`config.mk`:
```
export PLATFORM = sky130hd
export DESIGN_NAME = l2_arbiter_flat
export DESIGN_NICKNAME = d
export VERILOG_FILES = /design/src/hw/l2_pkg.sv /design/src/hw/l2_ifs.sv /design/src/hw/l2_arbiter.sv /design/src/flat_wrapper.sv
export VERILOG_INCLUDE_DIRS = /design/src /design/src/include
export SDC_FILE = /design/constraint.sdc
export NUM_CORES = 1
export LEC_CHECK = 0
export BUFFER_PORTS_ARGS = -buffer_cell sky130_fd_sc_hd__buf_2
export CORE_AREA = 4 4 255 257
export DETAILED_ROUTE_END_ITERATION = 10
export DIE_AREA = 0 0 259 261
export PLACE_DENSITY = 0.37
export SLEW_MARGIN = 15
export SYNTH_ARGS = -nofsm -noshare
export SYNTH_HDL_FRONTEND = slang
export SYNTH_SLANG_ARGS = --single-unit
```
`constraint.sdc`:
```
create_clock -name clk -period 8.25 [get_ports clk]
set_input_delay 1.2375 -clock clk [delete_from_list [all_inputs] [get_ports clk]]
set_output_delay 1.2375 -clock clk [all_outputs]
set_load 0.02 [all_outputs]
```
`src/include/l2_params.svh`:
```
`ifndef L2_PARAMS_SVH
`define L2_PARAMS_SVH

`define L2_ADDR_W    32
`define L2_LINE_W    128
`define L2_WORD_W    64
`define L2_OFF_W     4   // Byte offset bits within a line
`define L2_LG_LINES  4
`define L2_TAG_W     (`L2_ADDR_W - `L2_LG_LINES - `L2_OFF_W)

// Queue depth per client, equal to the credits a client holds after reset
`define L2_CREDITS   2

`define L2_MEM_LAT   4

`endif

```
`src/hw/l2_pkg.sv`:
```
`include "l2_params.svh"

package l2_pkg;

   typedef logic [`L2_ADDR_W-1:0]   paddr_t;
   typedef logic [`L2_LINE_W-1:0]   line_t;
   typedef logic [`L2_WORD_W-1:0]   word_t;
   typedef logic [`L2_LG_LINES-1:0] l2_idx_t;
   typedef logic [`L2_TAG_W-1:0]    l2_tag_t;
   typedef logic [63:0]             count_t;

   // Encoding doubles as the arbiter's rotation order
   typedef enum logic [1:0] {
      CLIENT_L1I = 2'd0,
      CLIENT_L1D = 2'd1,
      CLIENT_MMU = 2'd2
   } client_t;

   typedef enum logic {
      OP_READ  = 1'b0,
      OP_WRITE = 1'b1
   } l2_op_t;

   typedef enum logic [2:0] {
      FLUSH_IDLE       = 3'd0,
      WAIT_FOR_L1D_L1I = 3'd1,
      GOT_L1D          = 3'd2,
      GOT_L1I          = 3'd3,
      FLUSH_L2         = 3'd4
   } flush_state_t;

   typedef enum logic [2:0] {
      IDLE       = 3'd0,
      LOOKUP     = 3'd1,
      WRITEBACK  = 3'd2,
      REFILL     = 3'd3,
      RESPOND    = 3'd4,
      FLUSH_WALK = 3'd5
   } l2_state_t;

endpackage

```
`src/hw/l2_ifs.sv`:
```
`timescale 1ns/100ps

// Head of one client queue as seen by the arbiter
interface client_req_if;
   import l2_pkg::*;

   logic   valid;   // Queue not empty
   l2_op_t op;
   paddr_t addr;
   line_t  data;
   logic   pop;     // Head granted this cycle

   modport queue (output valid, op, addr, data, input pop);
   modport arb (input valid, op, addr, data, output pop);
endinterface

// Granted request into the shared L2
interface l2_req_if;
   import l2_pkg::*;

   logic    valid;
   client_t client;
   l2_op_t  op;
   paddr_t  addr;
   line_t   data;
   logic    busy;

   modport arb (output valid, client, op, addr, data, input busy);
   modport cache (input valid, client, op, addr, data, output busy);
endinterface

```
`src/hw/l2_arbiter.sv`:
```
`timescale 1ns/100ps

module l2_arbiter
(
   input  logic      clk,
   input  logic      reset,
   input  logic      in_flush_mode,
   client_req_if.arb l1i,
   client_req_if.arb l1d,
   client_req_if.arb mmu,
   l2_req_if.arb     l2
);
   import l2_pkg::*;

   client_t    last_grant;
   client_t    pick;
   logic [2:0] pending;
   logic       any;
   logic       grant;

   assign pending = {mmu.valid, l1d.valid, l1i.valid};   // Indexed by client_t

   // First non-empty queue after the last one served
   always_comb
   begin
      pick = last_grant;
      any  = 1'b0;
      for (int i = 1; i <= 3; i++)
      begin
         if (!any && pending[(int'(last_grant) + i) % 3])
         begin
            pick = client_t'((int'(last_grant) + i) % 3);
            any  = 1'b1;
         end
      end
   end

   assign grant = any && !l2.busy && !in_flush_mode;

   always_ff @(posedge clk)
   begin
      if (reset)
         last_grant <= CLIENT_MMU;   // L1I goes first
      else if (grant)
         last_grant <= pick;
   end

   always_comb
   begin
      case (pick)
         CLIENT_L1D:
         begin
            l2.op   = l1d.op;
            l2.addr = l1d.addr;
            l2.data = l1d.data;
         end
         CLIENT_MMU:
         begin
            l2.op   = mmu.op;
            l2.addr = mmu.addr;
            l2.data = mmu.data;
         end
         default:
         begin
            l2.op   = l1i.op;
            l2.addr = l1i.addr;
            l2.data = l1i.data;
         end
      endcase
   end

   assign l2.valid  = grant;
   assign l2.client = pick;

   assign l1i.pop = grant && (pick == CLIENT_L1I);
   assign l1d.pop = grant && (pick == CLIENT_L1D);
   assign mmu.pop = grant && (pick == CLIENT_MMU);

endmodule

```
`src/flat_wrapper.sv`:
```
// flat-port wrapper written by rule: the top's interface ports become plain ports
module l2_arbiter_flat import l2_pkg::*;
  (clk, reset, in_flush_mode, l1i_valid, l1i_op, l1i_addr, l1i_data, l1i_pop, l1d_valid, l1d_op, l1d_addr, l1d_data, l1d_pop, mmu_valid, mmu_op, mmu_addr, mmu_data, mmu_pop, l2_valid, l2_client, l2_op, l2_addr, l2_data, l2_busy);
  client_req_if l1i_i ();
  client_req_if l1d_i ();
  client_req_if mmu_i ();
  l2_req_if l2_i ();
  input  logic clk;
  input  logic reset;
  input  logic in_flush_mode;
  input wire logic [$bits(l1i_i.valid)-1:0] l1i_valid;
  input wire logic [$bits(l1i_i.op)-1:0] l1i_op;
  input wire logic [$bits(l1i_i.addr)-1:0] l1i_addr;
  input wire logic [$bits(l1i_i.data)-1:0] l1i_data;
  output wire logic [$bits(l1i_i.pop)-1:0] l1i_pop;
  input wire logic [$bits(l1d_i.valid)-1:0] l1d_valid;
  input wire logic [$bits(l1d_i.op)-1:0] l1d_op;
  input wire logic [$bits(l1d_i.addr)-1:0] l1d_addr;
  input wire logic [$bits(l1d_i.data)-1:0] l1d_data;
  output wire logic [$bits(l1d_i.pop)-1:0] l1d_pop;
  input wire logic [$bits(mmu_i.valid)-1:0] mmu_valid;
  input wire logic [$bits(mmu_i.op)-1:0] mmu_op;
  input wire logic [$bits(mmu_i.addr)-1:0] mmu_addr;
  input wire logic [$bits(mmu_i.data)-1:0] mmu_data;
  output wire logic [$bits(mmu_i.pop)-1:0] mmu_pop;
  output wire logic [$bits(l2_i.valid)-1:0] l2_valid;
  output wire logic [$bits(l2_i.client)-1:0] l2_client;
  output wire logic [$bits(l2_i.op)-1:0] l2_op;
  output wire logic [$bits(l2_i.addr)-1:0] l2_addr;
  output wire logic [$bits(l2_i.data)-1:0] l2_data;
  input wire logic [$bits(l2_i.busy)-1:0] l2_busy;
  assign l1i_i.valid = l1i_valid;
  assign l1i_i.op = l1i_op;
  assign l1i_i.addr = l1i_addr;
  assign l1i_i.data = l1i_data;
  assign l1i_pop = l1i_i.pop;
  assign l1d_i.valid = l1d_valid;
  assign l1d_i.op = l1d_op;
  assign l1d_i.addr = l1d_addr;
  assign l1d_i.data = l1d_data;
  assign l1d_pop = l1d_i.pop;
  assign mmu_i.valid = mmu_valid;
  assign mmu_i.op = mmu_op;
  assign mmu_i.addr = mmu_addr;
  assign mmu_i.data = mmu_data;
  assign mmu_pop = mmu_i.pop;
  assign l2_valid = l2_i.valid;
  assign l2_client = l2_i.client;
  assign l2_op = l2_i.op;
  assign l2_addr = l2_i.addr;
  assign l2_data = l2_i.data;
  assign l2_i.busy = l2_busy;
  l2_arbiter u_core (.clk(clk), .reset(reset), .in_flush_mode(in_flush_mode), .l1i(l1i_i), .l1d(l1d_i), .mmu(mmu_i), .l2(l2_i));
endmodule
```
# Word level (Yosys, flattened, before mapping)
# Cells that the tools add are included.
[totals] reg_bits=2 inputBits=490 out_inout_bits=167
[classes] order_cmp=3 eq_ne=2 addsub=3 div=3 mux=18 reduce_logical=12
[ops] op="128-bit one-hot mux with 2 select lines" n=1
[ops] op="32-bit by 4-bit < comparator with 1-bit output (second input constant)" n=3
[ops] op="32-bit by 3-bit modulo with 32-bit output (second input constant)" n=3
[ops] op="32-bit one-hot mux with 2 select lines" n=1
[ops] op="1-bit 2-to-1 mux" n=9
[ops] op="1-bit logical AND" n=7
[ops] op="2-bit by 2-bit adder with 3-bit output (second input constant)" n=2
[ops] op="1-bit binary-select mux with 2-bit select" n=3
[ops] op="2-bit 2-to-1 mux" n=3
[ops] op="1-bit zero test" n=4
[ops] op="2-bit by 1-bit adder with 3-bit output (second input constant)" n=1
[ops] op="2-bit by 1-bit == test with 1-bit output (second input constant)" n=1
[ops] op="2-bit == test (second input constant)" n=1
[ops] op="2-bit zero test" n=1
[ops] op="1-bit one-hot mux with 2 select lines" n=1

# Depth between registers and ports, before layout
[depth] word_depth=15 ltp_mapped=14 depth_no_buf=10

# Least setup slack after synthesis
# No wires, ideal clock.
[synth_timing] path_type="input to output" startpoint="input port l1d_valid" endpoint="output port l2_data[100]" cell_stages=12 arrival_ps=3739 setup_slack_ps=3273 path_cell_list="buf_4 mux2i_1 nor2_1 a211oi_1 a211oi_1 nor2_1 ha_1 clkbuf_1 clkbuf_1 clkbuf_1 a22oi_1 a21oi_1"
[synth_between] elab_chain_cells=12 word_cells_on_any_way=21
[synth_lines] element="start, declared" line_no="flat_wrapper.sv:16" rtl="input wire logic [$bits(l1d_i.valid)-1:0] l1d_valid;"
[synth_lines] element="1-bit binary-select mux with 2-bit select" line_no="l2_arbiter.sv:30" rtl="if (!any && pending[(int'(last_grant) + i) % 3])"
[synth_lines] element="1-bit 2-to-1 mux (not written as such) (2 in series)" line_no="l2_arbiter.sv:30"
[synth_lines] element="1-bit 2-to-1 mux" line_no="l2_arbiter.sv:30"
[synth_lines] element="1-bit zero test" line_no="l2_arbiter.sv:30"
[synth_lines] element="1-bit logical AND" line_no="l2_arbiter.sv:30"
[synth_lines] element="1-bit 2-to-1 mux" line_no="l2_arbiter.sv:30"
[synth_lines] element="1-bit zero test" line_no="l2_arbiter.sv:30"
[synth_lines] element="1-bit logical AND" line_no="l2_arbiter.sv:30"
[synth_lines] element="2-bit 2-to-1 mux (*)" line_no="l2_arbiter.sv:30"
[synth_lines] element="net l2_client[0]" line_no="flat_wrapper.sv:27" rtl="output wire logic [$bits(l2_i.client)-1:0] l2_client;"
[synth_lines] element="2-bit == test / 2-bit by 1-bit == test with 1-bit output (equally long branches)" line_no="l2_arbiter.sv:50" rtl="case (pick)"
[synth_lines] element="128-bit one-hot mux with 2 select lines (*)" line_no="l2_arbiter.sv:50"
[synth_lines] element="end, declared" line_no="flat_wrapper.sv:30" rtl="output wire logic [$bits(l2_i.data)-1:0] l2_data;"
# The timed path passes the listed nets; every way through them passes the cells marked *. The select of a mux whose other input is x is not followed.

# Worst setup path after layout
[layout_timing] startpoint="input port l1i_valid" endpoint="output port l2_data[59]"
[layout_between] elab_chain_cells=12 word_cells_on_any_way=21
[layout_lines] element="start, declared" line_no="flat_wrapper.sv:11" rtl="input wire logic [$bits(l1i_i.valid)-1:0] l1i_valid;"
[layout_lines] element="1-bit binary-select mux with 2-bit select" line_no="l2_arbiter.sv:30"
[layout_lines] element="1-bit 2-to-1 mux (not written as such) (2 in series)" line_no="l2_arbiter.sv:30"
[layout_lines] element="1-bit 2-to-1 mux" line_no="l2_arbiter.sv:30"
[layout_lines] element="1-bit zero test" line_no="l2_arbiter.sv:30"
[layout_lines] element="1-bit logical AND" line_no="l2_arbiter.sv:30"
[layout_lines] element="1-bit 2-to-1 mux" line_no="l2_arbiter.sv:30"
[layout_lines] element="1-bit zero test" line_no="l2_arbiter.sv:30"
[layout_lines] element="1-bit logical AND" line_no="l2_arbiter.sv:30"
[layout_lines] element="2-bit 2-to-1 mux (*)" line_no="l2_arbiter.sv:30"
[layout_lines] element="2-bit == test / 2-bit by 1-bit == test with 1-bit output (equally long branches)" line_no="l2_arbiter.sv:50"
[layout_lines] element="128-bit one-hot mux with 2 select lines (*)" line_no="l2_arbiter.sv:50"
# Mark *: on every way between the ends. The rest lies on a longest branch, timed or not. The select of a mux whose other input is x is not followed.

==> results.json <==
{
  "setup_tns_ns": 0,
  "yosysSeqAreaShare": 0.01202,
  "crit_path_start_kind": "primary input",
  "hp-class": "reg2reg",
  "clk_pin_slew_worst_paths_ns": 0.03,
  "drt_iter0_markers": 473,
  "nNetsFinal": 1703,
  "hold_viol": 0,
  "finClkSkew_ns": 0.0002984,
  "grt_max_degree": 95,
  "synth_ff_type": "dfxtp_1",
  "cts_tree": "built",
  "die_y_um": 261,
  "grt_overflow": 0,
  "areaGrowthSynthToFinish_pct": 128.9,
  "final_antenna_net_count": 0,
  "rsz0062_at_grt": "no",
  "path_class": "in2out",
  "max-slew-margin-rel": 0.3165,
  "syn_area_um2": 3331,
  "cts-hold-fix-buffers": 0,
  "routed_wl_um": 30630,
  "post_cts_buffers": 0,
  "antenna_found_initial": 10,
  "viasPerCell": 3.470,
  "core_um2": 62740,
  "vdd_drop_max_mv": 0.1159,
  "fmax_ghz": 0.1784,
  "insertion_delay_ns": 0.22,
  "period_minus_slack_ns": 5.607,
  "cts_max_path_buffers": 2,
  "avgSynthCellArea_um2": 5.442,
  "portBuffers": 656,
  "regMostFlops": "u_core.last_grant",
  "dr_total_vias": 7131,
  "drv_cap": 0,
  "largest_register_ffs": 2,
  "cp.required_ns": 7.01,
  "gp_congestion": 0.9199,
  "endpoint_kind": "output pin",
  "finalNonFillerCells": 2055,
  "tightestPinTransition_ns": 1.025,
  "cts_resized": 0,
  "ys_ff_latch": 2,
  "num_rows": 92,
  "p_leak_nw": 3.683,
  "grt_usage": 0.07848,
  "drive_above_1_share": 0.5663,
  "holdWs_ns": 0.5400,
  "setup_violations": 0,
  "fin_crit_sh": 0.6796,
  "dieArea_um2": 67600,
  "synth-async-reset-ratio": 0,
  "syn_inst": 612,
  "syn-num-nets": 1107,
  "status": "completed",
  "clock-root-buffer": "clkbuf_16",
  "crit_path_max_fanout": 94,
  "drv_slew": 0,
  "wl_per_cell_um": 14.91,
  "register_area_um2": 40.04,
  "start_util": 0.05309,
  "nFillCells": 7404,
  "grt_first_pass_wirelength_um": 41090,
  "dpl.cell_count": 2049,
  "cts_buffers": 3,
  "clock-sinks": 2,
  "ios": 657,
  "drc": 0,
  "fin_total_pwr_w": 0.002317,
  "synth_cell_types": 34,
  "ys_warn_count": 0,
  "p_per_area_nw_per_um2": 303.9,
  "firstDrtPassIters": 5,
  "die_w_um": 259,
  "synth_edf_count": 0,
  "dp_hpwl_um": 26150,
  "reg_top3": "u_core.last_grant x2",
  "grt_pass1_vias": 6867,
  "multi_input_area_um2": 3028,
  "htreeDepth": 1,
  "arrival_ns": 4.37
}
[cells by family (layout without fill, tap and decap cells)]
family | Yosys count | after routing | share of synthesized area
flops | 2 | 2 | 0.01202
simple gates | 185 | 185 | 0.2258
buf+inv | 79 | 673 | 0.09016
mux | 1 | 1 | 0.003005
compound gates | 339 | 339 | 0.6469
fa+ha+maj | 6 | 6 | 0.02216
other cells | 0 | 3 | 0
[area by class of cell]
class | count | area share
well taps | 846 | 0.1388
clock buffers | 3 | 0.009847
inverters | 3 | 0.001477
repair buffers | 667 | 0.4464
diodes | 3 | 0.0009847
flip-flops and latches | 2 | 0.005252
multi-input cells | 531 | 0.3972
[worst paths after layout]
path                                     startpoint                           endpoint  slack (ns)  cells past startpoint
setup / recovery                          l1i_valid                        l2_data[59]        2.64                     11
hold / removal    u_core.last_grant[0]$_SDFFE_PP0P_  u_core.last_grant[0]$_SDFFE_PP0P_        0.54                      2
setup reg to reg  u_core.last_grant[0]$_SDFFE_PP0P_  u_core.last_grant[0]$_SDFFE_PP0P_        6.10                      7
hold reg to reg   u_core.last_grant[0]$_SDFFE_PP0P_  u_core.last_grant[0]$_SDFFE_PP0P_        0.54                      2
[critical path, stage by stage]
cell      delay [ns]
buf_2           0.15
nand2b_1        0.12
a21oi_1         0.07
a211oi_1        0.32
a211oi_1        0.17
or2_2           0.36
ha_4            0.94
buf_12          0.38
nor2_1          0.11
a21oi_1         0.17
buf_2           0.20
[stage by stage]
step                utilization  instance area (um2)  setup WS (ns)
global route             0.1214                 7616          2.344
global placement         0.1202                 7541          2.570
finish                   0.1215                 7624          2.643
floorplan                     -                 3331          3.273
detailed placement       0.1202                 7541          2.584
CTS                      0.1214                 7616          2.575
[report_power, final]
part	internal, W	switching, W
Clock	0.0000617	0.0000113
Sequential	0.0000106	0.000000740
Combinational	0.000740	0.00149
[Yosys cell counts (all sizes together) (2+ instances only)]
cell type / n / area (um2)
a211oi: 4 / 42.54
a21oi: 164 / 820.8
a22oi: 161 / 1209
and2: 3 / 22.52
buf: 11 / 45.05
clkbuf: 65 / 244.0
dfxtp: 2 / 40.04
ha: 5 / 62.56
inv: 3 / 11.26
nand2: 3 / 11.26
nand2b: 2 / 12.51
nor2: 166 / 625.6
nor2b: 3 / 18.77
nor3b: 2 / 15.01
o21ai: 2 / 10.01
[metal layers]
| layer | vias up | track usage | share of wire | routed length (um) |
|---|---|---|---|---|
| li1 | 3492 | - | - | - |
| met1 | 3141 | 0.08946 | 0.37 | 11250 |
| met2 | 461 | 0.1477 | 0.51 | 15630 |
| met3 | 33 | 0.02050 | 0.10 | 3149 |
| met4 | 4 | 0.01589 | 0.019 | 573 |
| met5 | - | 0 | 0.00088 | 27 |
[placed cells by master (no fill, tap or decap), types with 2 or more instances in the layout]
master     Yosys  layout
ha_4           0       3
nor2b_1        3       3
buf_2          0     656
a22oi_1      161     161
diode_2        0       3
inv_1          3       3
nand2_1        3       3
nand2b_1       2       2
nor3b_1        2       2
a21oi_1      164     164
ha_1           5       2
nor2_1       165     165
o21ai_0        2       2
buf_4          1       8
clkbuf_16      0       3
dfxtp_1        2       2
buf_12         0       3
and2_2         3       3
a211oi_1       3       3
No activity file was read; power rests on OpenSTA's default activity.
