## config.mk

```make
export PLATFORM = sky130hd
export DESIGN_NAME = client_queue_flat
export DESIGN_NICKNAME = d
export VERILOG_FILES = /design/src/hw/l2_pkg.sv /design/src/hw/l2_ifs.sv /design/src/hw/client_queue.sv /design/src/flat_wrapper.sv
export VERILOG_INCLUDE_DIRS = /design/src /design/src/include
export SDC_FILE = /design/constraint.sdc
export NUM_CORES = 1
export LEC_CHECK = 0
export ABC_CLOCK_PERIOD_IN_PS = 10400
export BUFFER_PORTS_ARGS = -buffer_cell sky130_fd_sc_hd__buf_4
export CAP_MARGIN = 5
export CORE_AREA = 3 3 144 174
export CTS_BUF_LIST = sky130_fd_sc_hd__clkbuf_8 sky130_fd_sc_hd__clkbuf_16
export DETAILED_ROUTE_END_ITERATION = 7
export DIE_AREA = 0 0 147 177
export GPL_ROUTABILITY_DRIVEN = 1
export GPL_TIMING_DRIVEN = 0
export PLACE_DENSITY = 0.83
export SLEW_MARGIN = 20
export SYNTH_ARGS = -nofsm -noshare
export SYNTH_HDL_FRONTEND = slang
export SYNTH_SLANG_ARGS = --single-unit
```

## constraint.sdc

```tcl
create_clock -name clk -period 10.4 [get_ports clk]
set_clock_uncertainty 0.15 [all_clocks]
set_input_delay 0.52 -clock clk [delete_from_list [all_inputs] [get_ports clk]]
set_output_delay 0.52 -clock clk [all_outputs]
set_load 0.02 [all_outputs]
```

## src/include/l2_params.svh

```systemverilog
`ifndef L2_PARAMS_SVH
`define L2_PARAMS_SVH

`define L2_ADDR_W    32
`define L2_LINE_W    128
`define L2_WORD_W    64
`define L2_OFF_W     4   // Byte offset bits within a line
`define L2_LG_LINES  4
`define L2_TAG_W     (`L2_ADDR_W - `L2_LG_LINES - `L2_OFF_W)

// Queue depth per client, equal to the credits a client holds after reset
`define L2_CREDITS   2

`define L2_MEM_LAT   4

`endif

```

## src/hw/l2_pkg.sv

```systemverilog
`include "l2_params.svh"

package l2_pkg;

   typedef logic [`L2_ADDR_W-1:0]   paddr_t;
   typedef logic [`L2_LINE_W-1:0]   line_t;
   typedef logic [`L2_WORD_W-1:0]   word_t;
   typedef logic [`L2_LG_LINES-1:0] l2_idx_t;
   typedef logic [`L2_TAG_W-1:0]    l2_tag_t;
   typedef logic [63:0]             count_t;

   // Encoding doubles as the arbiter's rotation order
   typedef enum logic [1:0] {
      CLIENT_L1I = 2'd0,
      CLIENT_L1D = 2'd1,
      CLIENT_MMU = 2'd2
   } client_t;

   typedef enum logic {
      OP_READ  = 1'b0,
      OP_WRITE = 1'b1
   } l2_op_t;

   typedef enum logic [2:0] {
      FLUSH_IDLE       = 3'd0,
      WAIT_FOR_L1D_L1I = 3'd1,
      GOT_L1D          = 3'd2,
      GOT_L1I          = 3'd3,
      FLUSH_L2         = 3'd4
   } flush_state_t;

   typedef enum logic [2:0] {
      IDLE       = 3'd0,
      LOOKUP     = 3'd1,
      WRITEBACK  = 3'd2,
      REFILL     = 3'd3,
      RESPOND    = 3'd4,
      FLUSH_WALK = 3'd5
   } l2_state_t;

endpackage

```

## src/hw/l2_ifs.sv

```systemverilog
`timescale 1ns/100ps

// Head of one client queue as seen by the arbiter
interface client_req_if;
   import l2_pkg::*;

   logic   valid;   // Queue not empty
   l2_op_t op;
   paddr_t addr;
   line_t  data;
   logic   pop;     // Head granted this cycle

   modport queue (output valid, op, addr, data, input pop);
   modport arb (input valid, op, addr, data, output pop);
endinterface


```

## src/hw/client_queue.sv

```systemverilog
`timescale 1ns/100ps
`include "l2_params.svh"

module client_queue
(
   input  logic            clk,
   input  logic            reset,
   input  logic            req_valid,
   input  l2_pkg::l2_op_t  req_op,
   input  l2_pkg::paddr_t  req_addr,
   input  l2_pkg::line_t   req_data,
   output logic            credit,
   client_req_if.queue     q
);
   import l2_pkg::*;

   localparam int DEPTH = `L2_CREDITS;
   localparam int PTR_W = (DEPTH > 1) ? $clog2(DEPTH) : 1;

   l2_op_t           op_mem   [DEPTH];
   paddr_t           addr_mem [DEPTH];
   line_t            data_mem [DEPTH];
   logic [PTR_W-1:0] rd_ptr;
   logic [PTR_W-1:0] wr_ptr;
   logic [PTR_W:0]   count;

   function automatic logic [PTR_W-1:0] next_ptr(input logic [PTR_W-1:0] p);
      return (p == PTR_W'(DEPTH - 1)) ? '0 : p + 1'b1;
   endfunction

   always_ff @(posedge clk)
   begin
      if (reset)
      begin
         rd_ptr <= '0;
         wr_ptr <= '0;
         count  <= '0;
         credit <= 1'b0;
      end
      else
      begin
         credit <= q.pop;   // Credit goes back the cycle after the pop
         if (req_valid)
            wr_ptr <= next_ptr(wr_ptr);
         if (q.pop)
            rd_ptr <= next_ptr(rd_ptr);
         case ({req_valid, q.pop})
            2'b10:   count <= count + 1'b1;
            2'b01:   count <= count - 1'b1;
            default: count <= count;
         endcase
      end
   end

   // No overflow check, the sender's credits bound the occupancy
   always_ff @(posedge clk)
   begin
      if (req_valid)
      begin
         op_mem[wr_ptr]   <= req_op;
         addr_mem[wr_ptr] <= req_addr;
         data_mem[wr_ptr] <= req_data;
      end
   end

   assign q.valid = (count != '0);
   assign q.op    = op_mem[rd_ptr];
   assign q.addr  = addr_mem[rd_ptr];
   assign q.data  = data_mem[rd_ptr];

endmodule

```

## src/flat_wrapper.sv

```systemverilog
// flat-port wrapper written by rule: the top's interface ports become plain ports
module client_queue_flat import l2_pkg::*;
  (clk, reset, req_valid, req_op, req_addr, req_data, credit, q_valid, q_op, q_addr, q_data, q_pop);
  client_req_if q_i ();
  input  logic clk;
  input  logic reset;
  input  logic req_valid;
  input  l2_pkg::l2_op_t req_op;
  input  l2_pkg::paddr_t req_addr;
  input  l2_pkg::line_t req_data;
  output logic credit;
  output wire logic [$bits(q_i.valid)-1:0] q_valid;
  output wire logic [$bits(q_i.op)-1:0] q_op;
  output wire logic [$bits(q_i.addr)-1:0] q_addr;
  output wire logic [$bits(q_i.data)-1:0] q_data;
  input wire logic [$bits(q_i.pop)-1:0] q_pop;
  assign q_valid = q_i.valid;
  assign q_op = q_i.op;
  assign q_addr = q_i.addr;
  assign q_data = q_i.data;
  assign q_i.pop = q_pop;
  client_queue u_core (.clk(clk), .reset(reset), .req_valid(req_valid), .req_op(req_op), .req_addr(req_addr), .req_data(req_data), .credit(credit), .q(q_i));
endmodule
```

-- Word-level counts from Yosys, hierarchy flattened
Memory sizes are Yosys's and may differ from the RTL's. A register that Yosys moved wholly into a read port is not among the register bits.
Cells that the tools add are included.
- register bits after elaboration: 5
- bits in latches: 0
- memory bits (writable): 322
- ROM bits: 0
- bits of input ports: 165
- output and inout bits: 163
- logic and storage cells: 26
- memories: 3
- add/sub/neg operators: 4
- multiply operators: 0
- div/mod/pow operators: 0
- magnitude comparators: 0
- eq/ne operators: 2
- shift operators: 0
- multiplexer cells: 11
- bitwise logic cells: 0
- reductions and logical operators: 2
- memories (name ; depth ; bits a word ; read ports ; clocked after Yosys merged registers in ; write ports ; RTL line ; source):
    u_core.data_mem ; 2 ; 128 ; 1 ; 1 ; 1 ; client_queue.sv:22 ; line_t data_mem [DEPTH];
    u_core.addr_mem ; 2 ; 32 ; 1 ; 1 ; 1 ; client_queue.sv:21 ; paddr_t addr_mem [DEPTH];
    u_core.op_mem ; 2 ; 1 ; 1 ; 1 ; 1 ; client_queue.sv:20 ; l2_op_t op_mem [DEPTH];
- operators with widths (cell ; number):
    two-way mux 1 bit ; 10
    case mux 2 bit (2 select lines) ; 1
    nonzero test 2 bit ; 2
    adder 1 bit (second input constant) ; 2
    adder 2 x 1 -> 2 bit (second input constant) ; 1
    equality test 2 x 1 -> 1 bit (second input constant) ; 1
    equality test 2 bit (second input constant) ; 1
    subtractor 2 x 1 -> 2 bit (second input constant) ; 1

-- Longest topological paths before layout
Gate-level depths: netlist of run 1.
- depth in word-level cells: 4
- gate-level depth with buffers: 5
- gate-level depth less buffers: 5

-- Worst setup path before layout of run 1
OpenSTA, ideal clock, no wires.
- path kind: in2reg
- start point: input req_valid
- end point: memory u_core.addr_mem[0][0] (netlist name), enable pin
- library setup time: 689 ps
- arrival: 7320 ps
- required time: 9561 ps
- path slack: 2241 ps
- stages: 2
- buffers on the path: 0
- cells stage by stage: inv_1 > nor2_1
- longest elaborated chain between the ends: 2
- ends and longest elaborated chain (element ; RTL line ; source):
    start, declared ; flat_wrapper.sv:7 ; input logic req_valid;
    two-way mux 1 bit ; client_queue.sv:58 ; if (req_valid)
    two-way mux 1 bit (not written as such) ; client_queue.sv:61 ; addr_mem[wr_ptr] <= req_addr;
    end, declared ; client_queue.sv:21 ;
No other way between the ends.

==> results of run 1 <==
power breakdown:
part	internal [mW]	total (mW)	switching (mW)
logic	0.280	0.542	0.262
registers	1.54	1.57	0.0232
clock network	0.588	1.05	0.467
kinds of logic (layout without fill, tap and decap cells):
logic type / after synthesis / count (layout) / share of synthesized area
AO/OA/AOI/OAI: 2 / 2 / 0.000819
XOR/XNOR: 4 / 4 / 0.00287
adder cells (fa/ha/maj): 1 / 1 / 0.00103
buffers and inverters: 19 / 574 / 0.0133
flip-flops: 328 / 328 / 0.802
multiplexers: 161 / 161 / 0.176
AND/OR/NAND/NOR: 9 / 9 / 0.00359
through the flow:
stage	setup slack, ps	utilization	instance area, um^2	hold WS [ps]
after floorplan	2240	-	12200	297
after global placement	-1450	0.645	15100	321
after detailed placement	8230	0.655	15300	373
after CTS	7730	0.764	17800	16.9
after global routing	7690	0.764	17800	50.8
final	7770	0.764	17800	50.1
Yosys cell counts:
cell type    n
a21oi_1      1
inv_1        1
o21ai_0      1
nor2b_1      1
dfxtp_1      6
mux2_4      90
and2_1       1
xor2_1       1
nor2_1       5
xnor2_1      3
buf_6       11
buf_2        7
edfxtp_1   322
ha_1         1
or3_1        1
or2_2        1
mux2_2      71
metal layers:
layer,track usage,part of all wire,up-vias
li1,-,-,3148
met1,0.243,0.34,3452
met2,0.424,0.56,290
met3,0.0517,0.068,68
met4,0.0765,0.033,2
met5,0,0.00044,-
registers in the layout (all words and copies together), names as in the netlist, named ones only:
signal,cells
u_core.data_mem,256
u_core.addr_mem,64
u_core.count,2
u_core.op_mem,2
u_core.credit,1
u_core.rd_ptr,1
u_core.wr_ptr,1
final timing paths:
check	from	to	slack, ps
setup / recovery	flip-flop	q_data[68]	7770
hold / removal	reset	u_core.credit	50
setup reg to reg	u_core.wr_ptr	u_core.data_mem[1][57]	8420
hold reg to reg	u_core.count[1]	u_core.count[1]	410
critical path, stage by stage, from the launching register on:
cell and delay (ps):
dfxtp_1 340, buf_6 160, buf_6 210, buf_6 210, mux2_4 330, buf_4 160
repair_timing:
item,in CTS,in global routing
endpoints found under the setup margin,0,0
setup buffers,0,0
hold buffers,161,0
endpoints found under the hold margin,322,0
cell type report:
| type | count | area, um^2 | share of cell area |
|---|---|---|---|
| clock inverters | 26 | 169 | 0.00946 |
| flip-flops and latches | 328 | 9790 | 0.548 |
| multi-input cells | 177 | 2260 | 0.127 |
| clock buffers | 31 | 776 | 0.0435 |
| inverters | 1 | 3.75 | 0.000210 |
| plain buffers | 18 | 159 | 0.00890 |
| repair buffers | 498 | 4300 | 0.241 |
| well taps | 315 | 394 | 0.0221 |
==> run_results.csv, run 1 <==
group,metric,value,unit
timing,relSlewSlack,0.697,
cells_and_area,fillers,1268,
cells_and_area,syn_to_final_growth,46.3,%
logic_synthesis,synth_top_cell_by_area,"edfxtp_1",
logic_synthesis,avgSynthCellArea,23.3,um^2
placement,gp_congestion,0.726,
cells_and_area,final_common_cell,"buf_4",
critical_path,cp-start-kind,"flip-flop",
cells_and_area,antenna_cells,0,
clocking,worstSkewPairLatency,550,ps
clocking,root_buffer,"clkbuf_16",
logic_synthesis,ys_types,17,
floorplanning,num_rows,61,
logic_synthesis,syn_nets,690,
critical_path,path_class,"flip-flop to output pin",
power_and_ir_drop,p_per_area,177,nW/um^2
timing,clock.fmax,380,MHz
clocking,cts_tree,"done",
detailed_routing,ant_nets,0,
job,maxCapViolCount,0,
cells_and_area,layout.cells.non_filler,1394,
cells_and_area,drive_above_1_share,0.521,
timing,drv_slew,0,
timing,period_minus_slack,2630,ps
detailed_routing,drt-vias-per-instance,4.99,
logic_synthesis,yosysTopAreaCellShare,0.792,
timing,finalSetupViolCount,0,
floorplanning,start_util,0.523,
placement,post-place-cells,1176,
worst_hold_path,worstHoldPathType,"input port to flip-flop",
worst_hold_path,hold_depth,2,
critical_path,end_kind,"output pin",
placement,dp_hpwl,17.5,mm
logic_synthesis,syn_inst,524,
detailed_routing,totalWireLength,29.6,mm
clocking,cts_made_buffers,31,
clocking,cts_resized,0,
detailed_routing,drtPass1Iterations,4,
logic_synthesis,ys_seq_area_frac,0.802,
clocking,path_clk_slew,70,ps
placement,io_buffers,327,
clocking,h-tree-depth,1,
floorplanning,ios,328,
cells_and_area,fin_nets,1221,
cells_and_area,layout_common_cells,"buf_4 (327), edfxtp_1 (322), dlygate4sd3_1 (161)",
clocking,clock_sinks,328,
power_and_ir_drop,p_leak,7.00,nW
timing,worstMarginPinSlew,454,ps
global_routing,antenna_found_initial,1,
critical_path,r2r_cells,3,
timing,finalCritPeriodShare,0.253,
timing,tns,0,ps
global_routing,grt_overflow,0,
power_and_ir_drop,total_power,3.16,mW
global_routing,grt_max_degree,54,
floorplanning,dieArea,26000,um^2
power_and_ir_drop,vdd_drop_max,0.199,mV
floorplanning,die_h,177,um
detailed_routing,via_count,6960,
global_routing,grt_pass1_vias,7838,
clocking,cts_buffer_depth,3,
logic_synthesis,yosys_warnings,0,
critical_path,crit_arrival,1960,ps
global_routing,grt_usage,0.223,
logic_synthesis,syn_area,12200,um^2
global_routing,grt_pass1_wl,44.8,mm
detailed_routing,drt_iter0_drc,309,
logic_synthesis,yosys-top-cells-area,"edfxtp_1 (79%), mux2_4 (11%), mux2_2 (6.6%)",
timing,rsz0062_at_grt,"no",
detailed_routing,remaining_drc_errors,0,
logic_synthesis,ys_seq_elements,328,
run_status,run_status,"completed",
detailed_routing,routedWlPerCell,21.3,um
critical_path,worst-path-max-fanout,10,
floorplanning,coreArea,23400,um^2
critical_path,required,9730,ps
floorplanning,dieWidth,147,um
timing,hold_viol,0,
No activity file was read; power rests on OpenSTA's default activity.
==> run 2, diff against run 1 <==
Settings changed: ABC_CLOCK_PERIOD_IN_PS 10400 to 2700.
Clock period 10.4 ns to 2.7 ns, I/O delays scaled along.
==> run 2 against run 1 <==
Effect of this change:
- critical path depth did not move
- sequential power rose to 3.8 times the previous value
- flip-flop and latch count did not move
- clock power rose to 4.2 times the previous value
- largest cell class unchanged
- design area rose by 0.68%
- critical endpoint is now q_data[103]
- worst hold slack improved by 100 ps
- sequential share of layout area fell by 0.36 points
- global-route usage rose by 0.66 points
- via count rose by 1.2%
==> run_results.csv, run 2 (same netlist as run 1, synthesis figures left out) <==
group,metric,value,unit
detailed_routing,drtPass1Iterations,4,
timing,drv_slew,0,
timing,finalCritPeriodShare,0.815,
worst_hold_path,hold_start,"req_data[125]",
global_routing,grt_overflow,0,
power_and_ir_drop,p_seq_frac,0.483,
run_status,run_status,"completed",
critical_path,cp_num_buf_inv,4,
critical_path,crit_slowest_cell,"dfxtp_1",
cells_and_area,syn_to_final_growth,47.3,%
critical_path,slowest_delay,320,ps
timing,worstMarginPinSlew,657,ps
critical_path,path_class,"flip-flop to output pin",
critical_path,cp-start-kind,"flip-flop",
timing,tns,0,ps
power_and_ir_drop,internal-power,9.58,mW
critical_path,worst-path-max-fanout,10,
cells_and_area,drive_above_1_share,0.521,
critical_path,crit_family,"buffers and inverters",
placement,gp_congestion,0.711,
floorplanning,coreArea,23400,um^2
critical_path,regToRegSetupSlack,760,ps
clocking,clock_sinks,328,
critical_path,r2r_cells,3,
detailed_routing,via_count,7044,
critical_path,required,2410,ps
clocking,cts_buffer_depth,3,
cells_and_area,fillers,1239,
timing,layout_setup_ws,500,ps
power_and_ir_drop,p_comb_frac,0.168,
critical_path,cp_cell_sequence,"buf_6, buf_6, buf_6, mux2_4, buf_4",
cells_and_area,reg.largest.list,"u_core.data_mem x256, u_core.addr_mem x64",
critical_path,rr_startpoint,"u_core.wr_ptr",
cells_and_area,final_common_cell,"buf_4",
power_and_ir_drop,vdd_drop_max,0.620,mV
cells_and_area,fin_nets,1225,
timing,clock.fmax,455,MHz
detailed_routing,drt_iter0_drc,287,
global_routing,grt_max_degree,49,
critical_path,crit_arrival,1920,ps
detailed_routing,ant_nets,0,
timing,period_minus_slack,2200,ps
timing,rsz0062_at_grt,"no",
timing,hold_viol,0,
global_routing,grt_usage,0.229,
floorplanning,dieWidth,147,um
power_and_ir_drop,p_clk_frac,0.349,
clocking,postCtsSetupBuffers,0,
worst_hold_path,worstHoldPathType,"input port to flip-flop",
critical_path,end_kind,"output pin",
cells_and_area,fin_util,0.769,
cells_and_area,largest_reg_flops,256,
worst_hold_path,worst_hold_path.endpoint,"u_core.data_mem[1][125]",
placement,dp_hpwl,17.3,mm
job,maxCapViolCount,0,
cells_and_area,layout.cells.non_filler,1398,
cells_and_area,max_flop_register,"u_core.data_mem",
floorplanning,num_rows,61,
critical_path,reg2reg_to,"u_core.data_mem[1][28]",
placement,post-place-cells,1176,
power_and_ir_drop,p_leak,7.05,nW
clocking,path_clk_slew,60,ps
critical_path,cpMostUsedCell,"buf_6",
global_routing,grt_pass1_wl,46.0,mm
placement,dp_slack,768,ps
detailed_routing,remaining_drc_errors,0,
floorplanning,dieArea,26000,um^2
power_and_ir_drop,p_sw_frac,0.233,
floorplanning,ios,328,
power_and_ir_drop,total_power,12.5,mW
power_and_ir_drop,p_sw,2.92,mW
clocking,worstSkewPairLatency,550,ps
detailed_routing,drt-vias-per-instance,5.04,
cells_and_area,layout_common_cells,"buf_4 (327), edfxtp_1 (322), dlygate4sd3_1 (165)",
floorplanning,die_h,177,um
floorplanning,start_util,0.523,
timing,finalSetupViolCount,0,
global_routing,antenna_found_initial,1,
placement,io_buffers,327,
clocking,cts_tree,"done",
clocking,cts_made_buffers,31,
detailed_routing,totalWireLength,30.6,mm
worst_hold_path,hold_depth,2,
clocking,root_buffer,"clkbuf_16",
clocking,h-tree-depth,1,
timing,relSlewSlack,0.561,
detailed_routing,routedWlPerCell,21.9,um
global_routing,grt_pass1_vias,7917,
power_and_ir_drop,p_per_area,695,nW/um^2
## run 2: worst max-delay path by stage
stage / cells after the start / slack, ps / startpoint / endpoint
after detailed placement: 3 / 770 / u_core.wr_ptr / u_core.data_mem[1][113]
after global routing: 4 / 410 / flip-flop / q_data[34]
final: 5 / 500 / flip-flop / q_data[103]
after floorplan: 1 / -560 / u_core.wr_ptr / u_core.addr_mem[0][0]
after CTS: 4 / 450 / flip-flop / q_data[37]
after global placement: 3 / -1820 / req_valid / u_core.data_mem[0][51]
## run 2: final cells by class
cell class / count / area [um^2] / area share
buffer: 18 / 159 / 0.00884
inverter: 1 / 3.75 / 0.000209
tap: 315 / 394 / 0.0219
multi-input combinational: 177 / 2260 / 0.126
antenna: 1 / 2.50 / 0.000139
clock buffer: 31 / 776 / 0.0432
clock inverter: 25 / 244 / 0.0136
timing repair buffer: 502 / 4340 / 0.241
sequential: 328 / 9790 / 0.545
## run 2: stage by stage
stage	instance area, um^2	hold WS (ps)
after global routing	18000	141
final	18000	154
after floorplan	12200	50.0
after global placement	15100	170
after CTS	18000	135
after detailed placement	15300	172
## run 2: routing by layer
metal	track usage	up-vias	part of all wire
met5	0	-	0
met4	0.0707	0	0.032
met3	0.0533	77	0.067
met2	0.440	313	0.55
met1	0.251	3499	0.35
li1	-	3155	-
## run 2: repair_timing
| action | CTS | global route |
|---|---|---|
| endpoints found under the hold margin | 329 | 0 |
| hold buffers | 165 | 0 |
| endpoints found under the setup margin | 0 | 0 |
| gates resized for setup | 0 | 0 |
## run 2: power groups by stage
stage / logic, mW / clock network [mW] / registers, mW
2_1_floorplan: 1.03 / 0 / 6.12
3_3_place_gp: 1.77 / 0 / 6.14
3_5_place_dp: 1.87 / 0 / 6.12
4_1_cts: 2.09 / 4.37 / 6.02
5_1_grt: 2.21 / 4.62 / 6.05
6_report: 2.10 / 4.36 / 6.03
