`config.mk`:
```
export PLATFORM = sky130hd
export DESIGN_NAME = flush_sequencer
export DESIGN_NICKNAME = d
export VERILOG_FILES = /design/src/hw/l2_pkg.sv /design/src/hw/flush_sequencer.sv
export VERILOG_INCLUDE_DIRS = /design/src /design/src/include
export SDC_FILE = /design/constraint.sdc
export NUM_CORES = 1
export LEC_CHECK = 0
export BUFFER_PORTS_ARGS = -buffer_cell sky130_fd_sc_hd__buf_4
export CORE_AREA = 10 10 47 49
export CTS_CLUSTER_DIAMETER = 150
export DETAILED_ROUTE_END_ITERATION = 16
export DIE_AREA = 0 0 57 59
export HOLD_SLACK_MARGIN = 0.08
export PLACE_DENSITY = 0.42
export SLEW_MARGIN = 30
export SYNTH_ARGS = -nofsm -noshare
export SYNTH_HDL_FRONTEND = slang
export SYNTH_SLANG_ARGS = --single-unit
```
`constraint.sdc`:
```
create_clock -name clk -period 1.65 [get_ports clk]
set_input_delay 0 -clock clk [delete_from_list [all_inputs] [get_ports clk]]
set_output_delay 0 -clock clk [all_outputs]
set_load 0.1 [all_outputs]
```
`src/include/l2_params.svh`:
```
`ifndef L2_PARAMS_SVH
`define L2_PARAMS_SVH

`define L2_ADDR_W    32
`define L2_LINE_W    128
`define L2_WORD_W    64
`define L2_OFF_W     4   // Byte offset bits within a line
`define L2_LG_LINES  4
`define L2_TAG_W     (`L2_ADDR_W - `L2_LG_LINES - `L2_OFF_W)

// Queue depth per client, equal to the credits a client holds after reset
`define L2_CREDITS   2

`define L2_MEM_LAT   4

`endif

```
`src/hw/l2_pkg.sv`:
```
`include "l2_params.svh"

package l2_pkg;

   typedef logic [`L2_ADDR_W-1:0]   paddr_t;
   typedef logic [`L2_LINE_W-1:0]   line_t;
   typedef logic [`L2_WORD_W-1:0]   word_t;
   typedef logic [`L2_LG_LINES-1:0] l2_idx_t;
   typedef logic [`L2_TAG_W-1:0]    l2_tag_t;
   typedef logic [63:0]             count_t;

   // Encoding doubles as the arbiter's rotation order
   typedef enum logic [1:0] {
      CLIENT_L1I = 2'd0,
      CLIENT_L1D = 2'd1,
      CLIENT_MMU = 2'd2
   } client_t;

   typedef enum logic {
      OP_READ  = 1'b0,
      OP_WRITE = 1'b1
   } l2_op_t;

   typedef enum logic [2:0] {
      FLUSH_IDLE       = 3'd0,
      WAIT_FOR_L1D_L1I = 3'd1,
      GOT_L1D          = 3'd2,
      GOT_L1I          = 3'd3,
      FLUSH_L2         = 3'd4
   } flush_state_t;

   typedef enum logic [2:0] {
      IDLE       = 3'd0,
      LOOKUP     = 3'd1,
      WRITEBACK  = 3'd2,
      REFILL     = 3'd3,
      RESPOND    = 3'd4,
      FLUSH_WALK = 3'd5
   } l2_state_t;

endpackage

```
`src/hw/flush_sequencer.sv`:
```
`timescale 1ns/100ps

module flush_sequencer
(
   input  logic clk,
   input  logic reset,
   input  logic flush_req_l1i,
   input  logic flush_req_l1d,
   input  logic l1i_flush_complete,
   input  logic l1d_flush_complete,
   input  logic l2_flush_done,
   output logic in_flush_mode,
   output logic l2_flush_start
);
   import l2_pkg::*;

   flush_state_t state;
   flush_state_t n_state;
   logic         n_flush;
   logic         n_flush_l2;

   always_ff @(posedge clk)
   begin
      if (reset)
      begin
         state          <= FLUSH_IDLE;
         in_flush_mode  <= 1'b0;
         l2_flush_start <= 1'b0;
      end
      else
      begin
         state          <= n_state;
         in_flush_mode  <= n_flush;
         l2_flush_start <= n_flush_l2;   // One cycle pulse
      end
   end

   // An L1 that was not asked to flush counts as already finished
   always_comb
   begin
      n_state    = state;
      n_flush    = in_flush_mode;
      n_flush_l2 = 1'b0;
      case (state)
         FLUSH_IDLE:
         begin
            if (flush_req_l1i || flush_req_l1d)
               n_flush = 1'b1;
            if (flush_req_l1i && flush_req_l1d)
               n_state = WAIT_FOR_L1D_L1I;
            else if (flush_req_l1i)
               n_state = GOT_L1D;
            else if (flush_req_l1d)
               n_state = GOT_L1I;
         end
         WAIT_FOR_L1D_L1I:
         begin
            if (l1d_flush_complete && l1i_flush_complete)
            begin
               n_state    = FLUSH_L2;
               n_flush_l2 = 1'b1;
            end
            else if (l1d_flush_complete)
               n_state = GOT_L1D;
            else if (l1i_flush_complete)
               n_state = GOT_L1I;
         end
         GOT_L1D:
         begin
            if (l1i_flush_complete)
            begin
               n_state    = FLUSH_L2;
               n_flush_l2 = 1'b1;
            end
         end
         GOT_L1I:
         begin
            if (l1d_flush_complete)
            begin
               n_state    = FLUSH_L2;
               n_flush_l2 = 1'b1;
            end
         end
         FLUSH_L2:
         begin
            if (l2_flush_done)
            begin
               n_state = FLUSH_IDLE;
               n_flush = 1'b0;
            end
         end
         default:
            n_state = FLUSH_IDLE;
      endcase
   end

endmodule

```
Word-level counts from Yosys, hierarchy flattened
Cells that the tools add are included.
- input bits: 7
- output and inout bits: 2
- word-level logic and storage cells: 37
- bits in registers: 5
- reductions and logical operators: 7
- equal/unequal tests: 10
- mux-type cells: 17
- operators by type and width (cell ; number):
    2-to-1 mux 3 bit ; 9
    case mux 3 bit (5 select lines) ; 1
    != test 2 bit, second input constant ; 4
    != test 4 bit, second input constant ; 2
    == test 3 x 2 -> 1 bit, second input constant ; 2
    2-to-1 mux 1 bit ; 5
    AND reduction 5 bit ; 1
    == test 3 x 1 -> 1 bit, second input constant ; 1
    == test 3 bit, second input constant ; 1
    logical NOT 3 bit ; 1
    case mux 1 bit (3 select lines) ; 1
    AND reduction 3 bit ; 1
    logical AND 1 bit ; 2
    case mux 1 bit (2 select lines) ; 1
    nonzero test 2 bit ; 1
    logical OR 1 bit ; 1

Logic depth before layout (Yosys ltp)
Gate-level depths: netlist of run 1.
- depth in word-level cells: 4
- gate-level depth with buffers: 5

Worst setup path after synthesis of run 1
No wires, ideal clock.
- path kind: reg2reg
- start: register, netlist name in_flush_mode
- end: register in_flush_mode
- setup time: 0.070 ns
- period minus slack after synthesis: 1.296 ns
- setup slack: 0.354 ns
- data required time: 1.580 ns
- buffers on the path: 0
- data arrival time: 1.226 ns
- stages on the path, launching flop included: 3
- path through: dfxtp_1 > o21bai_1 > a21oi_1
- RTL lines (item ; line ; text):
    end signal, assigned ; flush_sequencer.sv:33 ; in_flush_mode <= n_flush;
    end, declared ; flush_sequencer.sv:12 ; output logic in_flush_mode,

Worst setup path in the final report of run 1
- start: register state[1]
- end: register in_flush_mode
- cells in the longest elaborated chain, start to end: 3
- elaborated cells between the ends (all ways): 7
- classes of those cells: 3 x eq/ne; 1 x mux; 3 x reduce/logical
- RTL lines (item ; line ; text):
    start, declared ; flush_sequencer.sv:17 ; flush_state_t state;
    start signal, assigned ; flush_sequencer.sv:32 ; state <= n_state;
    == test 3 bit / logical NOT 3 bit (equally long branches) ; flush_sequencer.sv:44 ; case (state)
    != test 2 bit (no line) / nonzero test 2 bit (equally long branches) ; -- ;
    AND reduction 3 bit (no line) ; -- ;
Parallel ways exist; a longest one is shown, timed or not.
A chain may end at the register's enable or synchronous reset.

==> results of run 1 <==
worst min path at each step:
stage             startpoint             to  slack [ps]
2_1_floorplan          reset  in_flush_mode          70
3_3_place_gp           reset  in_flush_mode         220
3_5_place_dp           reset  in_flush_mode         220
4_1_cts        flush_req_l1d       state[1]         120
5_1_grt        flush_req_l1d       state[1]         140
6_report       flush_req_l1d       state[1]         120
cell families after synthesis:
family                 after synthesis  share of synthesized area [%]
buffers and inverters                7                           10.7
flip-flops                           5                           27.6
AND/OR/NAND/NOR                     22                           36.6
multiplexers                         1                           2.76
AO/OA/AOI/OAI                       10                           22.4
routing by layer:
metal | GRT usage (%) | up-vias | share of wire (%)
met4 | 3.02 | 0 | 1.9
met2 | 8.84 | 10 | 45
met1 | 5.33 | 155 | 47
met5 | 0 | - | 0
met3 | 2.79 | 2 | 5.3
li1 | - | 188 | -
synthesized netlist by cell type:
cell / number / area share [%]
inv_1: 4 / 4.1
or4_4: 1 / 3.1
buf_4: 1 / 2.1
nand3_1: 4 / 5.5
a211o_1: 1 / 2.4
nor2_2: 1 / 1.7
nor3b_1: 1 / 2.1
a21oi_4: 1 / 4.5
a21oi_1: 3 / 4.1
nand2_1: 3 / 3.1
mux2i_1: 1 / 2.8
or2b_1: 1 / 2.1
o311ai_1: 1 / 2.4
o21ai_0: 1 / 1.4
nor4b_1: 3 / 7.2
nor4_1: 1 / 1.7
nand3b_1: 1 / 2.1
buf_2: 1 / 1.4
dfxtp_1: 5 / 28
or3_1: 1 / 1.7
buf_6: 1 / 3.1
o31ai_2: 1 / 3.4
nor3_1: 3 / 4.1
a211oi_1: 1 / 2.1
o21bai_1: 1 / 2.1
nor2_1: 2 / 2.1
registers in the layout (all words and copies together), names as in the netlist:
signal          cells
in_flush_mode       1
l2_flush_start      1
state               3
critical path, stage by stage, from the launching register on:
cell and delay [ps]:
dfxtp_1 520, inv_1 130, nand3_1 90, nand2_1 50
a21oi_1 120, dlygate4sd3_1 550
report_power, final:
| part | internal [uW] | switching [uW] | leakage, uW |
|---|---|---|---|
| combinational | 186 | 262 | 0.000132 |
| sequential | 174 | 104 | 0.0000417 |
| clock | 87.9 | 53.8 | 0.0000177 |
| total | 449 | 420 | 0.000191 |
cell type report:
cell class	count	share of cell area, %
Multi-Input combinational cell	33	47.9
Sequential cell	5	21.7
Timing Repair Buffer	10	17.1
Clock buffer	3	4.81
Tap cell	16	4.28
Inverter	4	3.21
Clock inverter	1	1.07
timing repair:
item,in CTS,in global routing
hold endpoints to repair,5,0
endpoints found under the setup margin,0,1
resized for setup,0,1
hold buffers,2,0
per-stage QoR:
stage               cells  util (%)
finish                 72      33.4
global route           72      33.4
CTS                    72      33.3
detailed placement     66      29.9
global placement       66      29.9
floorplan              45         -
==> results.toml, run 1 <==
[yosys]
syn_nets = 52
netlist_area_um2 = 363
synth_seq_area_share_pct = 27.6
synth_cell_type_count = 26
yosys_warnings = 0
postSynthCellCount = 45
synth_seq_cells = 5
syn_area_per_cell_um2 = 8.06

[sta]
finalSetupViolCount = 0
timing.final.crit_period_ps = 1520
final_max_slew_viol_count = 0
fmax_mhz = 659
relSlewSlack_pct = 75.6
worst_slack_ps = 132
setup-tns-final_ps = 0
rsz0062_at_grt = "false"
hold_violations = 0
fin_skew_ps = 8.26
fin_hold_ws_ps = 124
worst_pin_slew_ps = 365
fin_crit_sh_pct = 92.0

[route]
ant_nets = 0
wl_per_cell_um = 12.3
dr_total_vias = 355
wl_um = 889
via_per_inst = 4.93
dr.pass1.iters = 4
drt-initial-drc-count = 5
drc = 0

[clock_network]
postCtsSetupRepairBufs = 0
cts_sinks = 5
clockRootBuffer = "clkbuf_4"
cts_tree = "built"
clk_path_buf_depth = 2
cts_max_level = 1
clk_latency_ps = 240
clk_pin_slew_ps = 50
cts_buffers = 3

[floorplanning]
core_um2 = 1400
die_h_um = 59
num_io_pins = 9
start_util_pct = 25.9
die_w_um = 57
die_area_um2 = 3360
num_rows = 14

[critical_path]
cp_data_required_time_ps = 1840
endpoint_kind = "register"
critical_path.endpoint = "in_flush_mode"
r2r_cells = 5
regToRegStartpoint = "state[1]"
worstSetupStartpointType = "register"
r2r_end = "in_flush_mode"
cp.arrival_ps = 1710
r2r_slack_ps = 130
crit_type = "register to register"
critPathLaunch = "state[1]"
crit_path_max_fanout = 11

[global_routing]
grt-ovfl-total = 0
grt_pass1_vias = 345
grt_pass1_wl_um = 1440
antenna_found_initial = 0
track_usage_pct = 5.35
grt_start_max_net_pins = 13

[finish]
area_growth_pct = 29.0
layout_commonest_cell = "buf_4"
n_antenna_cell = 0
final_cell_mix = "buf_4, inv_1, nand3_1, dfxtp_1"
fin_nets = 64
regArea_um2 = 101
layout-drive-gt1-share_pct = 30.4
multi_input_area_um2 = 224
fillers = 162
fin_area_um2 = 468

[hold_path]
min_path_type = "input port to register"
min_path_cells = 4

[run_status]
outcome = "finished, final reports clean"

[place]
io_buffers = 8
dp_slack_ps = 169
gp_congestion = 0.766
dp_hpwl_um = 688
placed_area_um2 = 419

[power_and_ir_drop]
power_density_nw_per_um2 = 1860
ir_worst_vdd_uv = 543
p_leak_uw = 0.000191
power_uw = 869

[job]
maxCapViolCount = 0
(Power assumes the default switching activity.)
==> run 2: changes to the inputs <==
--- a/config.mk
+++ b/config.mk
@@ -7,10 +7,11 @@
 export NUM_CORES = 1
 export LEC_CHECK = 0
 export BUFFER_PORTS_ARGS = -buffer_cell sky130_fd_sc_hd__buf_4
-export CORE_AREA = 10 10 47 49
+export CORE_AREA = 3 3 40 42
+export CTS_BUF_LIST = sky130_fd_sc_hd__clkbuf_2 sky130_fd_sc_hd__clkbuf_4 sky130_fd_sc_hd__clkbuf_8
 export CTS_CLUSTER_DIAMETER = 150
 export DETAILED_ROUTE_END_ITERATION = 16
-export DIE_AREA = 0 0 57 59
+export DIE_AREA = 0 0 43 45
 export HOLD_SLACK_MARGIN = 0.08
 export PLACE_DENSITY = 0.42
 export SLEW_MARGIN = 30
==> results.toml, run 2 (synthesized netlist as in run 1, its figures left out) <==
[power_and_ir_drop]
power_uw = 889
ir_worst_vdd_uv = 454
p_leak_uw = 0.000192
power_density_nw_per_um2 = 1900

[clock_network]
clockRootBuffer = "clkbuf_4"
cts_sinks = 5
cts_buffers = 3
cts_max_level = 1
cts_tree = "built"
clk_pin_slew_ps = 40
clk_path_buf_depth = 2
postCtsSetupRepairBufs = 0
clk_latency_ps = 240

[sta]
setup-tns-final_ps = 0
worst_pin_slew_ps = 330
fmax_mhz = 696
relSlewSlack_pct = 78.0
final_max_slew_viol_count = 0
rsz0062_at_grt = "false"
timing.final.crit_period_ps = 1440
fin_crit_sh_pct = 87.1
hold_violations = 0
finalSetupViolCount = 0
fin_skew_ps = 5.03

[global_routing]
track_usage_pct = 11.7
grt_start_max_net_pins = 12
antenna_found_initial = 0
grt_pass1_wl_um = 1640
grt-ovfl-total = 0
grt_pass1_vias = 365

[critical_path]
critical_path.endpoint = "state[0]"
endpoint_kind = "register"
path_depth = 4
cp_top_family = "flip-flops"
regToRegStartpoint = "state[2]"
crit_type = "register to register"
cp_data_required_time_ps = 1810
cp.arrival_ps = 1590
cp_cell_sequence = "nor4b_1, a211o_1, or3_1, o31ai_2"
r2r_cells = 4
worstSetupStartpointType = "register"
slowest_stage = "dfxtp_1"
r2r_slack_ps = 210
critPathBufInv = 0
r2r_end = "state[0]"
critPathLaunch = "state[2]"
crit_path_max_fanout = 9
max_stage_delay_ps = 510

[floorplanning]
die_h_um = 45
core_um2 = 1280
num_rows = 13
num_io_pins = 9
start_util_pct = 28.2
die_area_um2 = 1940
die_w_um = 43

[route]
drc = 0
dr_total_vias = 357
dr.pass1.iters = 4
wl_um = 882
via_per_inst = 5.03
wl_per_cell_um = 12.4
ant_nets = 0
drt-initial-drc-count = 17

[finish]
fin_nets = 64
final_cell_mix = "buf_4, inv_1, nand3_1, clkbuf_4, dfxtp_1"
layout-drive-gt1-share_pct = 32.1
final_core_util_pct = 36.3
layout_commonest_cell = "buf_4"
n_antenna_cell = 0
area_growth_pct = 28.6
largest-register = "state"
reg_top3 = "state x3, in_flush_mode x1, l2_flush_start x1"
largest_reg_flops = 3

[job]
maxCapViolCount = 0

[place]
dp_hpwl_um = 691
gp_congestion = 0.867
io_buffers = 8

[run_status]
outcome = "finished, final reports clean"

[hold_path]
min_path_type = "input port to register"
## run 2: cell types whose count changed in the layout (fill, tap and decap cells not counted)
| cell | before | now |
|---|---|---|
| dlygate4sd3_1 | 2 | 1 |
| clkinv_2 | 1 | 0 |
| clkbuf_4 | 3 | 4 |
| buf_4 | 8 | 9 |
## run 2: worst min-delay path by stage
stage | start | to | slack, ps | depth (start not counted)
after floorplan | reset | in_flush_mode | 70 | 1
final | l2_flush_done | in_flush_mode | 90 | 4
after CTS | l2_flush_done | in_flush_mode | 80 | 4
after global routing | l2_flush_done | in_flush_mode | 110 | 4
after global placement | reset | in_flush_mode | 220 | 2
after detailed placement | reset | in_flush_mode | 220 | 2
## run 2: routing by layer
layer  global-route usage (%)  vias up  part of all wire, %
li1                         -      186                    -
met1                     15.1      161                   52
met2                     15.9       10                   43
met3                     5.18        0                  4.9
met4                     7.23        0                    0
met5                        0        -                    0
## run 2: report_power, final
part | total [uW] | switching (uW) | internal, uW
combinational | 463 | 275 | 188
clock | 155 | 47.7 | 108
sequential | 271 | 95.8 | 175
total | 889 | 419 | 470
## run 2: tightest hold or removal path: stages
cell and delay (ps):
buf_4 90, nand3_1 70, nand2_1 60, a21oi_1 50
## run 2: repair_timing
item / in CTS / in global routing
hold buffers: 1 / 0
hold endpoints to repair: 5 / 0
gates resized for setup: 0 / 1
endpoints found under the setup margin: 0 / 1
## run 2: metrics by stage
stage	cell area, um^2	hold WS (ps)	cells	setup slack, ps
2_1_floorplan	363	69.1	45	354
3_3_place_gp	425	221	66	184
3_5_place_dp	425	224	66	151
4_1_cts	465	84.8	71	153
5_1_grt	467	110	71	48.9
6_report	467	91.1	71	213
## run 2: layout make-up
cell class | instances | area [um^2]
Multi-Input combinational cell | 33 | 224
Tap cell | 15 | 18.8
Sequential cell | 5 | 101
Timing Repair Buffer | 10 | 77.6
Inverter | 4 | 15.0
Clock buffer | 4 | 30.0
Fill cell | 151 | 818
==> run 3: changes to the inputs <==
--- a/config.mk
+++ b/config.mk
@@ -8,7 +8,6 @@
 export LEC_CHECK = 0
 export BUFFER_PORTS_ARGS = -buffer_cell sky130_fd_sc_hd__buf_4
 export CORE_AREA = 3 3 40 42
-export CTS_BUF_LIST = sky130_fd_sc_hd__clkbuf_2 sky130_fd_sc_hd__clkbuf_4 sky130_fd_sc_hd__clkbuf_8
 export CTS_CLUSTER_DIAMETER = 150
 export DETAILED_ROUTE_END_ITERATION = 16
 export DIE_AREA = 0 0 43 45
==> results.toml, run 3 (synthesized netlist as in run 1, its figures left out) <==
[job]
maxCapViolCount = 0

[critical_path]
r2r_slack_ps = 200
max_stage_delay_ps = 520
worstSetupStartpointType = "register"
crit_type = "register to register"
r2r_cells = 4
cp_cell_sequence = "nor4b_1, a211o_1, or3_1, o31ai_2"
crit_path_max_fanout = 9
slowest_stage = "dfxtp_1"
cp_top_family = "flip-flops"
cp.arrival_ps = 1610
endpoint_kind = "register"
critPathBufInv = 0
cp_data_required_time_ps = 1800
regToRegStartpoint = "state[2]"
r2r_end = "state[0]"

[finish]
area_growth_pct = 27.6
largest-register = "state"
final_cells = 71
fin_nets = 64
layout-drive-gt1-share_pct = 30.4
fillers = 150
fin_area_um2 = 463
layout_commonest_cell = "buf_4"
reg_top3 = "state x3, in_flush_mode x1, l2_flush_start x1"
final_core_util_pct = 36.0
largest_reg_flops = 3
n_antenna_cell = 0
final_cell_mix = "buf_4, inv_1, nand3_1, dfxtp_1"

[sta]
final_max_slew_viol_count = 0
fmax_mhz = 688
fin_skew_ps = 3.15
fin_crit_sh_pct = 88.1
rsz0062_at_grt = "false"
setup-tns-final_ps = 0
timing.final.crit_period_ps = 1450
worst_pin_slew_ps = 344
hold_violations = 0
finalSetupViolCount = 0
relSlewSlack_pct = 77.0

[hold_path]
hp-start = "l2_flush_done"
min_path_type = "input port to register"
whs_endpoint = "in_flush_mode"
min_path_cells = 4

[place]
placed_area_um2 = 425
gp_congestion = 0.867
dp_hpwl_um = 691
placedCellCount = 66
io_buffers = 8

[clock_network]
clk_path_buf_depth = 2
cts_buffers = 3
cts_max_level = 1
postCtsSetupRepairBufs = 0
clk_latency_ps = 240
clockRootBuffer = "clkbuf_4"
cts_tree = "built"
cts_sinks = 5
clk_pin_slew_ps = 40

[global_routing]
grt_pass1_vias = 356
grt_start_max_net_pins = 12
track_usage_pct = 11.8
antenna_found_initial = 0
grt-ovfl-total = 0
grt_pass1_wl_um = 1640

[route]
drt-initial-drc-count = 25
wl_um = 902
drc = 0
dr_total_vias = 378
via_per_inst = 5.32
dr.pass1.iters = 7
ant_nets = 0
wl_per_cell_um = 12.7

[floorplanning]
start_util_pct = 28.2
num_io_pins = 9
die_w_um = 43
die_h_um = 45
num_rows = 13
core_um2 = 1280
die_area_um2 = 1940

[power_and_ir_drop]
p_leak_uw = 0.000188
power_uw = 878
power_density_nw_per_um2 = 1900
ir_worst_vdd_uv = 390

[run_status]
outcome = "finished, final reports clean"
-- run 3: stage by stage --
| stage | setup slack, ps | hold slack [ps] |
|---|---|---|
| floorplan | 354 | 69.1 |
| global placement | 184 | 221 |
| detailed placement | 151 | 224 |
| CTS | 134 | 84.8 |
| global route | 48.9 | 110 |
| finish | 196 | 89.3 |
-- run 3: tightest hold or removal path, stage by stage --
cell	delay (ps)
buf_4	90
nand3_1	70
nand2_1	60
a21oi_1	50
-- run 3: repair_timing --
| item | 4_1_cts | 5_1_grt |
|---|---|---|
| gates resized for setup | 0 | 1 |
| hold buffers | 1 | 0 |
| endpoints found under the hold margin | 5 | 0 |
| setup endpoints to repair | 0 | 1 |
-- run 3: area by class of cell --
type,instances,area (um^2),area share [%]
multi-input combinational,33,224,48.4
inverter,4,15.0,3.24
timing repair buffer,10,77.6,16.8
sequential,5,101,21.9
tap,15,18.8,4.05
clock buffer,4,26.3,5.68
-- run 3: how the worst max path moves through the flow --
stage / cells past startpoint / to / startpoint
final: 4 / state[0] / state[2]
after global routing: 4 / state[2] / state[2]
after CTS: 4 / state[0] / state[1]
after detailed placement: 4 / state[0] / state[1]
after global placement: 4 / state[0] / state[1]
after floorplan: 2 / in_flush_mode / in_flush_mode
-- run 3: layer usage --
layer / global-route usage (%) / vias up / part of all wire, %
met5: 0 / - / 0
met4: 7.23 / 0 / 0.55
met3: 5.18 / 2 / 9.2
met2: 15.9 / 24 / 42
met1: 15.4 / 164 / 48
li1: - / 188 / -
-- run 3: power by group --
group          switching (uW)  internal, uW
combinational             276           188
clock                    48.8          91.3
sequential               98.8           175
